## src/hdl/buffer_pkg.sv

```systemverilog
// Buffer sizing constants
// Byte width of every data path
// Default and largest FIFO depth

package buffer_pkg;

  // Whole design moves bytes
  localparam int BYTE_W = 8;  // Data bits per entry

  // FIFO depth defaults
  localparam int DEPTH_DEFAULT = 13;  // Depth used by the top level
  localparam int DEPTH_MAX     = 16;  // Upper bound checked in the FIFO

  // Pointer width that covers the largest FIFO
  localparam int PTR_W_MAX = $clog2(DEPTH_MAX);  // 4 bits for 16 entries

  // Count width for the largest FIFO, needs one extra value for full
  localparam int CNT_W_MAX = $clog2(DEPTH_MAX + 1);  // 5 bits

endpackage : buffer_pkg

```

## src/hdl/merge_pkg.sv

```systemverilog
// Stream merger types
// Arbitration mode opcodes
// Last-served state and output channel tag

package merge_pkg;

  // Arbitration opcode on the mode input
  typedef enum logic [1:0] {
    MODE_ROUND_ROBIN = 2'd0,  // Alternate when both have data
    MODE_A_FIRST     = 2'd1,  // A always wins
    MODE_B_FIRST     = 2'd2,  // B always wins
    MODE_HOLD        = 2'd3   // No pops at all
  } merge_mode_e;

  // Channel served by the last grant
  typedef enum logic {
    LAST_A = 1'b0,
    LAST_B = 1'b1   // Reset value, so A goes first
  } merger_state_e;

  // Source tag carried with each output byte
  typedef enum logic {
    CHAN_A = 1'b0,
    CHAN_B = 1'b1
  } chan_tag_e;

endpackage : merge_pkg

```

## src/hdl/byte_fifo.sv

```systemverilog
// Byte FIFO on a circular buffer
// Full and empty flags from an occupancy count
// Sticky overflow flag for pushes dropped while full
// Registered read port loaded on pop

module byte_fifo #(
  parameter int DEPTH = buffer_pkg::DEPTH_DEFAULT  // Number of entries
) (
  input  logic                          rd_en,     // Clock
  input  logic                          wr_en,     // Async reset, active high
  input  logic                          push,      // Write strobe
  input  logic                          pop,       // Read strobe
  input  logic [buffer_pkg::BYTE_W-1:0] wr_data,   // Byte to store
  output logic [buffer_pkg::BYTE_W-1:0] rd_data,   // Oldest byte after a pop
  output logic                          full,      // Count at DEPTH
  output logic                          empty,     // Count at zero
  output logic                          overflow   // Sticky, set on dropped push
);

  localparam int PTR_W = $clog2(DEPTH);      // Pointer bits
  localparam int CNT_W = $clog2(DEPTH + 1);  // Count bits, holds DEPTH itself

  logic [buffer_pkg::BYTE_W-1:0] mem [DEPTH];  // Storage array
  logic [PTR_W-1:0]              wr_ptr;       // Next slot to write
  logic [PTR_W-1:0]              rd_ptr;       // Oldest entry
  logic [CNT_W-1:0]              count;        // Entries held
  logic                          wr_ok;        // Push accepted
  logic                          rd_ok;        // Pop accepted

  assign full  = (count == CNT_W'(DEPTH));
  assign empty = (count == '0);

  // A push while full is dropped even with a pop in the same cycle
  assign wr_ok = push && !full;
  assign rd_ok = pop && !empty;

  // Storage, written only on an accepted push
  always_ff @(posedge rd_en) begin
    if (wr_ok) begin
      mem[wr_ptr] <= wr_data;
    end
  end

  // Pointers, count, read register and overflow
  always_ff @(posedge rd_en or posedge wr_en) begin
    if (wr_en) begin
      wr_ptr   <= '0;
      rd_ptr   <= '0;
      count    <= '0;
      rd_data  <= '0;                 // Merged output reads 0 after reset
      overflow <= 1'b0;
    end else begin
      if (wr_ok) begin
        wr_ptr <= (wr_ptr == PTR_W'(DEPTH - 1)) ? '0 : wr_ptr + 1'b1;  // Wrap at DEPTH
      end
      if (rd_ok) begin
        rd_data <= mem[rd_ptr];       // Oldest byte out
        rd_ptr  <= (rd_ptr == PTR_W'(DEPTH - 1)) ? '0 : rd_ptr + 1'b1;
      end
      case ({wr_ok, rd_ok})
        2'b10:   count <= count + 1'b1;  // Push only
        2'b01:   count <= count - 1'b1;  // Pop only
        default: count <= count;         // Both or neither
      endcase
      if (push && full) begin
        overflow <= 1'b1;             // Held until reset
      end
    end
  end

  // The merger must never pop an empty FIFO
  a_no_pop_empty : assert property (
    @(posedge rd_en) disable iff (wr_en) pop |-> !empty
  ) else $error("byte_fifo pop while empty");

  // Occupancy stays within the array
  a_count_bound : assert property (
    @(posedge rd_en) disable iff (wr_en) count <= CNT_W'(DEPTH)
  ) else $error("byte_fifo count above DEPTH");

  // Depth set by the top level must be legal
  a_depth_range : assert property (
    @(posedge rd_en) (DEPTH >= 2) && (DEPTH <= buffer_pkg::DEPTH_MAX)
  ) else $error("byte_fifo DEPTH outside 2 to DEPTH_MAX");

endmodule : byte_fifo

```

## src/hdl/stream_merger.sv

```systemverilog
// Two-channel stream merger
// Combinational pop grant by arbitration mode
// Last-served register for round robin
// Tagged output byte with a one-cycle valid pulse

module stream_merger (
  input  logic                          rd_en,      // Clock
  input  logic                          wr_en,      // Async reset, active high
  input  logic                          drain,      // Level, output enabled
  input  merge_pkg::merge_mode_e        mode,       // Arbitration opcode
  input  logic                          empty_a,    // FIFO A empty
  input  logic                          empty_b,    // FIFO B empty
  input  logic [buffer_pkg::BYTE_W-1:0] data_a,     // FIFO A read register
  input  logic [buffer_pkg::BYTE_W-1:0] data_b,     // FIFO B read register
  output logic                          pop_a,      // Pop strobe to FIFO A
  output logic                          pop_b,      // Pop strobe to FIFO B
  output logic                          out_valid,  // One-cycle pulse per byte
  output logic [buffer_pkg::BYTE_W-1:0] out_data,   // Selected byte
  output merge_pkg::chan_tag_e          out_chan    // Source of out_data
);

  merge_pkg::merger_state_e last_q;  // Channel granted last
  logic                     go;       // Draining allowed this cycle
  logic                     pick_a;   // A would win
  logic                     pick_b;   // B would win
  logic                     has_a;    // A holds data
  logic                     has_b;    // B holds data

  assign has_a = !empty_a;
  assign has_b = !empty_b;
  assign go    = drain && (mode != merge_pkg::MODE_HOLD);

  // Winner selection, at most one side
  always_comb begin
    pick_a = 1'b0;
    pick_b = 1'b0;
    unique case (mode)
      merge_pkg::MODE_A_FIRST: begin
        pick_a = has_a;               // A whenever it has data
        pick_b = has_b && !has_a;
      end
      merge_pkg::MODE_B_FIRST: begin
        pick_b = has_b;               // B whenever it has data
        pick_a = has_a && !has_b;
      end
      merge_pkg::MODE_ROUND_ROBIN: begin
        if (has_a && has_b) begin
          pick_a = (last_q == merge_pkg::LAST_B);  // Other side of last grant
          pick_b = (last_q == merge_pkg::LAST_A);
        end else begin
          pick_a = has_a;             // Lone channel wins
          pick_b = has_b;
        end
      end
      merge_pkg::MODE_HOLD: begin
        pick_a = 1'b0;                // Nothing drains
        pick_b = 1'b0;
      end
      default: begin
        pick_a = 1'b0;
        pick_b = 1'b0;
      end
    endcase
  end

  // Pops go straight out, never to an empty side
  assign pop_a = go && pick_a;
  assign pop_b = go && pick_b;

  // Grant history, tag and valid pulse
  always_ff @(posedge rd_en or posedge wr_en) begin
    if (wr_en) begin
      last_q    <= merge_pkg::LAST_B;  // Round robin starts on A
      out_valid <= 1'b0;
      out_chan  <= merge_pkg::CHAN_A;
    end else begin
      out_valid <= pop_a || pop_b;     // Byte lands in rd_data this edge
      if (pop_a) begin
        last_q   <= merge_pkg::LAST_A;
        out_chan <= merge_pkg::CHAN_A;
      end else if (pop_b) begin
        last_q   <= merge_pkg::LAST_B;
        out_chan <= merge_pkg::CHAN_B;
      end
    end
  end

  // Read registers already hold the popped byte, pick by tag
  assign out_data = (out_chan == merge_pkg::CHAN_B) ? data_b : data_a;

  // Only one FIFO drains per cycle
  a_one_pop : assert property (
    @(posedge rd_en) disable iff (wr_en) !(pop_a && pop_b)
  ) else $error("stream_merger popped both channels");

endmodule : stream_merger

```

## src/hdl/dual_byte_buffer.sv

```systemverilog
// Dual-channel byte receive buffer
// Two byte FIFOs, one per producer
// Merger producing one tagged output stream

module dual_byte_buffer #(
  parameter int DEPTH = buffer_pkg::DEPTH_DEFAULT  // Entries per FIFO
) (
  input  logic                          rd_en,       // Clock
  input  logic                          wr_en,       // Async reset, active high
  input  logic                          push_a,      // Channel A write strobe
  input  logic [buffer_pkg::BYTE_W-1:0] data_a,      // Channel A byte
  input  logic                          push_b,      // Channel B write strobe
  input  logic [buffer_pkg::BYTE_W-1:0] data_b,      // Channel B byte
  input  logic                          drain,       // Output enable level
  input  merge_pkg::merge_mode_e        mode,        // Arbitration opcode
  output logic                          out_valid,   // Byte pulse
  output logic [buffer_pkg::BYTE_W-1:0] out_data,    // Merged byte
  output merge_pkg::chan_tag_e          out_chan,    // Byte source
  output logic                          full_a,
  output logic                          full_b,
  output logic                          empty_a,
  output logic                          empty_b,
  output logic                          overflow_a,  // Sticky drop flag A
  output logic                          overflow_b   // Sticky drop flag B
);

  logic                          pop_a;   // Merger to FIFO A
  logic                          pop_b;   // Merger to FIFO B
  logic [buffer_pkg::BYTE_W-1:0] rdata_a; // FIFO A read register
  logic [buffer_pkg::BYTE_W-1:0] rdata_b; // FIFO B read register

  byte_fifo #(.DEPTH(DEPTH)) u_fifo_a (
    .rd_en    (rd_en),
    .wr_en    (wr_en),
    .push     (push_a),
    .pop      (pop_a),
    .wr_data  (data_a),
    .rd_data  (rdata_a),
    .full     (full_a),
    .empty    (empty_a),
    .overflow (overflow_a)
  );

  byte_fifo #(.DEPTH(DEPTH)) u_fifo_b (
    .rd_en    (rd_en),
    .wr_en    (wr_en),
    .push     (push_b),
    .pop      (pop_b),
    .wr_data  (data_b),
    .rd_data  (rdata_b),
    .full     (full_b),
    .empty    (empty_b),
    .overflow (overflow_b)
  );

  stream_merger u_merger (
    .rd_en     (rd_en),
    .wr_en     (wr_en),
    .drain     (drain),
    .mode      (mode),
    .empty_a   (empty_a),
    .empty_b   (empty_b),
    .data_a    (rdata_a),
    .data_b    (rdata_b),
    .pop_a     (pop_a),
    .pop_b     (pop_b),
    .out_valid (out_valid),
    .out_data  (out_data),
    .out_chan  (out_chan)
  );

endmodule : dual_byte_buffer

```

## config.mk

```make
export PLATFORM = sky130hd
export DESIGN_NAME = dual_byte_buffer
export DESIGN_NICKNAME = d
export VERILOG_FILES = /design/src/hdl/buffer_pkg.sv /design/src/hdl/merge_pkg.sv /design/src/hdl/byte_fifo.sv /design/src/hdl/stream_merger.sv /design/src/hdl/dual_byte_buffer.sv
export SDC_FILE = /design/constraint.sdc
export NUM_CORES = 1
export LEC_CHECK = 0
export ABC_AREA = 1
export BUFFER_PORTS_ARGS = -buffer_cell sky130_fd_sc_hd__buf_4
export CORE_UTILIZATION = 40
export CTS_BUF_LIST = sky130_fd_sc_hd__clkbuf_4 sky130_fd_sc_hd__clkbuf_8
export CTS_CLUSTER_DIAMETER = 30
export DETAILED_ROUTE_END_ITERATION = 7
export PLACE_DENSITY = 0.61
export SLEW_MARGIN = 15
export SYNTH_ARGS = -nofsm -noshare
export SYNTH_HDL_FRONTEND = slang
export SYNTH_SLANG_ARGS = --single-unit
export TNS_END_PERCENT = 30
```

## constraint.sdc

```tcl
create_clock -name rd_en -period 3 [get_ports rd_en]
set_clock_uncertainty 0.2 [all_clocks]
set_input_delay 0.45 -clock rd_en [delete_from_list [all_inputs] [get_ports rd_en]]
set_output_delay 0.45 -clock rd_en [all_outputs]
set_load 0.1 [all_outputs]
```

# == Yosys cells after proc, flatten, opt, wreduce, memory -nomap -nowiden ==
# Memory sizes are Yosys's and may differ from the RTL's. A register that Yosys moved wholly into a read port is not among the register bits.
# Cells that the tools add are included.
# totals
memories,2
wordCells,76
rom_bits,0
regBits,29
out_inout_bits,16
mem_bits_rw,208
latch_bits,0
# mem_list
memory,depth,width,rd,rd_clocked_by_memory_dff,write_ports,line_no,rtl
u_fifo_a.mem,13,8,1,1,1,byte_fifo.sv:23,logic [buffer_pkg::BYTE_W-1:0] mem [DEPTH];
u_fifo_b.mem,13,8,1,1,1,byte_fifo.sv:23,
# op_classes
n_mul,0
n_eq_ne,14
bitwise_logic,1
reduce_logical,23
shifts,0
div,0
n_mux,17
order_cmp,0
addsub,8
# op_table
op,n
4-bit by 1-bit adder with 4-bit output (second input constant),6
4-bit equality test (second input constant),6
4-bit 2-to-1 mux,4
4-bit one-hot mux with 2 select lines,2
1-bit logical AND,12
2-bit equality test (second input constant),4
4-bit zero test,2
1-bit 2-to-1 mux,8
8-bit 2-to-1 mux,1
1-bit one-hot mux with 4 select lines,2
4-bit by 1-bit subtractor with 4-bit output (second input constant),2
2-bit by 1-bit equality test with 1-bit output (second input constant),3
2-bit nonzero test,3
1-bit zero test,4
2-bit zero test,1
2-bit != test (second input constant),1
1-bit logical OR,1
1-bit inverter,1

# == Logic depth before layout (Yosys ltp) ==
# logic_depth
word_depth,9
ltp_mapped,14
mapped_depth_nobuf,14

# == By module ==
# A second synthesis with hierarchy kept.
# hier_totals
cells_unflattened,1130
hier_area_um2,11395.9
# by_module_without_submodules
mod,seq_area_each_um2,cells_per_inst,n_inst,area_per_inst_um2
byte_fifo (u_fifo_b),3648.5,534,1,5534.1
byte_fifo (u_fifo_a),3648.5,534,1,5531.6
stream_merger,76.3,62,1,330.3

# == Worst setup path after synthesis ==
# OpenSTA, ideal clock, no wires.
# synth_timing
path_type,reg2reg
from,register u_fifo_a.count[0]
to,register u_fifo_a.count[3]
n_path_buf,0
required_time_ns,2.679
arrival_time_ns,2.481
slack_ns,0.197
stages_incl_launch_ff,15
setup_time_ns,0.121
period_less_slack_ns,2.803
cell_sequence,dfrtp_1 nor2_2 nand2_2 inv_2 nand3_4 nand2_4 a21oi_4 ha_1 ha_1 a21oi_1 nand2_1 a21oi_1 o21ai_0 nand2_1 nand2_1
# synth_via
elab_chain_len,9
# synth_lines
item,line_no,rtl
"start, declared",byte_fifo.sv:26,logic [CNT_W-1:0] count;
"start signal, assigned",byte_fifo.sv:61,2'b10: count <= count + 1'b1;
"start signal, assigned",byte_fifo.sv:62,2'b01: count <= count - 1'b1;
"start signal, assigned",byte_fifo.sv:63,default: count <= count;
4-bit zero test (*),byte_fifo.sv:31,assign empty = (count == '0);
net empty_a,dual_byte_buffer.sv:21,"output logic empty_a,"
1-bit zero test (*),"byte_fifo.sv:35, stream_merger.sv:29",
1-bit logical AND,stream_merger.sv:47,if (has_a && has_b) begin
1-bit 2-to-1 mux,stream_merger.sv:47,
1-bit one-hot mux with 4 select lines,stream_merger.sv:37,unique case (mode)
1-bit logical AND,stream_merger.sv:67,assign pop_a = go && pick_a;
1-bit logical AND (*),byte_fifo.sv:35,assign rd_ok = pop && !empty;
net u_fifo_a.rd_ok,byte_fifo.sv:28,logic rd_ok;
2-bit by 1-bit equality test with 1-bit output or 2-bit equality test (tied branches),byte_fifo.sv:60,"case ({wr_ok, rd_ok})"
4-bit one-hot mux with 2 select lines or 2-bit nonzero test (tied branches),n/a,
# The timed path passes the listed nets; every way through them passes the cells marked *.
# A chain may end at the register's enable or synchronous reset.

# == Worst setup path after layout ==
# layout_timing
from,register u_fifo_b.count[0]
to,register u_fifo_a.count[3]
# layout_via
elab_chain_len,9
# layout_lines
item,line_no,rtl
"start, declared",byte_fifo.sv:26,
"start signal, assigned",byte_fifo.sv:61,
"start signal, assigned",byte_fifo.sv:62,
"start signal, assigned",byte_fifo.sv:63,
4-bit zero test (*),byte_fifo.sv:31,
1-bit zero test,stream_merger.sv:30,assign has_b = !empty_b;
1-bit logical AND,stream_merger.sv:47,
1-bit 2-to-1 mux,stream_merger.sv:47,
1-bit one-hot mux with 4 select lines (*),stream_merger.sv:37,
1-bit logical AND (*),stream_merger.sv:67,
1-bit logical AND (*),byte_fifo.sv:35,
net u_fifo_a.rd_ok,byte_fifo.sv:28,
2-bit by 1-bit equality test with 1-bit output or 2-bit equality test (tied branches),byte_fifo.sv:60,
4-bit one-hot mux with 2 select lines or 2-bit nonzero test (tied branches),n/a,
# Marked as above.

==> impl_metrics.toml <==
[run_status]
outcome = "completed"

[synth]
yosysTopAreaCell = "edfxtp_1"
async_reset_ff_share_pct = 17.79
synth_area_um2 = 11380
ys_types = 41
yosysSeqAreaShare_pct = 64.81
syn_area_per_cell_um2 = 10.17
yosysWarnings = 0
yosysMostFrequentCell = "nand2_1"
synth_top_area_share_pct = 54.90
synth.top_cells.by_area = "edfxtp_1 55%, nand2_1 12%, dfrtp_1 9.7%"
synth_common_cells = "366 x nand2_1, 208 x edfxtp_1, 150 x nand3_1, 132 x inv_1, 44 x dfrtp_1"
syn-instance-count = 1119
syn_nets = 1161
synth-edff-count = 208
synth_ff_type = "edfxtp_1"
synth-seq-cells = 253

[detailed_routing]
routedWlPerCell_um = 15.29
met2RoutedLength_um = 11300
drt.antenna.violating_nets = 0
wl_met3_um = 1378
top_layer_used = "met4"
dr.pass1.iters = 5
drt_iter0_markers = 626
drt-met1-wl_um = 11990
routed_wl_um = 25030
drc_errors = 0
viasPerCell = 4.769
vias = 7807

[die]
ios = 39
fp-row-count = 61
floorplan.initialDensity_pct = 40.84
core_um2 = 27860
die-area_um2 = 29120
die_w_um = 170.7
die_y_um = 170.7

[power]
power.density_nw_per_um2 = 996.8
p_leak_nw = 5.854
vdd_drop_max_v = 0.0005951

[global_route]
grt_max_degree = 61
grt_overflow = 0
antenna_found_initial = 0
grt_pass1_vias = 7516
grt_usage_pct = 17.77
grt_pass1_wl_um = 40030

[clock_tree]
h-tree-depth = 2
clock_sinks = 253
max-clock-path-buffers = 3
cts_resized = 0
cts_root_buf = "clkbuf_8"
post_cts_buffers = 0
insertion_delay_ns = 0.57
numCtsBuffers = 52
clkTransAtPathRegs_ns = 0.06
cts_tree = "yes"
ctsHoldBuffers = 14

[worst_setup_path]
crit_top_cell = "nand2_1"
cp_num_buf_inv = 0
path_delay_family = "simple AND/OR/NAND/NOR gates"
cp-end-kind = "flip-flop"
startpoint_type = "flip-flop"
slowest_stage = "dfrtp_1"
cp.arrival_ns = 2.89
max_stage_delay_ns = 0.44
cp_cell_sequence = "nor2_1, nand2_2, nand3_1, nand3_2, a21oi_4, ha_1, ha_1, a21oi_1, nand2_1, a21oi_1, o21ai_0, nand2_1, nand2_1"
crit_path_max_fanout = 6
worstSetupPathType = "reg -> reg"
cp.required_ns = 3.24

[timing]
maxSlewHeadroom_pct = 43.77
final-hold-violation-count = 0
setup_tns_ns = 0
worstMarginPinSlew_ns = 0.8403
rsz0062_at_grt = "false"
hold_slack_ns = 0.02052
fmax_mhz = 378.0
period_minus_slack_ns = 2.646
setup_viol = 0
period_share_pct = 88.19
slew_violations = 0

[place]
hpwlAfterDp_um = 16040
dp.cells = 1525
place.gp.congestion = 0.7754
portBuffers = 38

[cells_and_area]
syn2layout_area_growth_pct = 18.23
finalNonFillerCells = 1637
antenna_cells = 0
nets = 1257
drive_gt1_share_pct = 16.60
fillCellCount = 2580

[hold_path]
hp-class = "in -> reg"

[run]
drv_cap = 0
[placed cells by master (no fill, tap or decap), drive strengths merged, types with 2 or more instances in the layout]
cell         count
nand2          379
edfxtp         208
nand3          152
inv            140
buf             74
clkbuf          67
dfrtp           44
nor2            43
o21ai           22
clkinv          20
ha              18
or2             15
nor3            15
dlygate4sd3     14
xor2             7
a21oi            7
o211ai           6
nand4            5
clkinvlp         5
bufinv           5
xnor2            3
a21o             2
nor3b            2
a21boi           2
[state kept, by name (all words and copies together), names as in the netlist, 4 cells and up]
name,cells
u_fifo_a.count,4
u_fifo_a.rd_data,8
u_fifo_a.mem,104
u_fifo_b.rd_data,8
u_fifo_b.wr_ptr,4
u_fifo_a.wr_ptr,4
u_fifo_b.count,4
u_fifo_b.mem,104
u_fifo_b.rd_ptr,4
u_fifo_a.rd_ptr,4
[power by group]
part / total [mW] / internal, mW / switching (mW)
logic: 4.86 / 1.38 / 3.48
clock network: 3.79 / 2.29 / 1.50
registers: 4.76 / 4.40 / 0.361
total: 13.4 / 8.07 / 5.34
[layout make-up]
class	instances	area, um^2	share of cell area [%]
clock inverters	31	299.0	2.223
clock buffers	67	840.8	6.251
multi-input cells	681	3232	24.03
well taps	378	473.0	3.516
inverters	139	524.3	3.897
repair buffers	88	708.2	5.265
flip-flops and latches	253	7375	54.82
[per-stage QoR]
step           total power [mW]  setup WS (ns)  utilization, %  instance area [um^2]
2_1_floorplan             8.344         0.1973               -                 11380
3_3_place_gp              9.618         0.4538           43.69                 12170
3_5_place_dp              9.687         0.3966           43.69                 12170
4_1_cts                   13.53         0.3688           48.29                 13450
5_1_grt                   14.27         0.1818           48.29                 13450
6_report                  13.41         0.3543           48.29                 13450
[per-layer routing]
metal  vias to the layer above  global-route usage, %
met4                         0                  5.249
met3                        27                  2.799
met5                         -                      0
li1                       3860                      -
met1                      3710                  25.94
met2                       210                  27.22
[path summary, 6_finish.rpt]
kind | startpoint | endpoint | slack [ns] | cells past startpoint
worst max-delay path | u_fifo_b.count[0] | u_fifo_a.count[3] | 0.35 | 13
worst min-delay path | data_b[2] | u_fifo_b.mem[5][2] | 0.02 | 1
worst max register to register | u_fifo_b.count[0] | u_fifo_a.count[3] | 0.35 | 13
worst min register to register | u_fifo_b.overflow | u_fifo_b.overflow | 0.26 | 1
max in group asynchronous | wr_en | u_fifo_b.rd_data[1] | 1.71 | 4
min in group asynchronous | wr_en | u_fifo_a.rd_ptr[3] | 0.34 | 3
[kinds of logic after synthesis]
group	count (synthesis)	share of synthesized area, %
xor gates and xnor gates	10	0.7699
and+or+nand+nor	612	23.23
DFF	253	64.81
buffers and inverters	185	6.785
adders and majority gates	19	2.156
AOI/OAI and AO/OA	40	2.255
(Power assumes the default switching activity.)
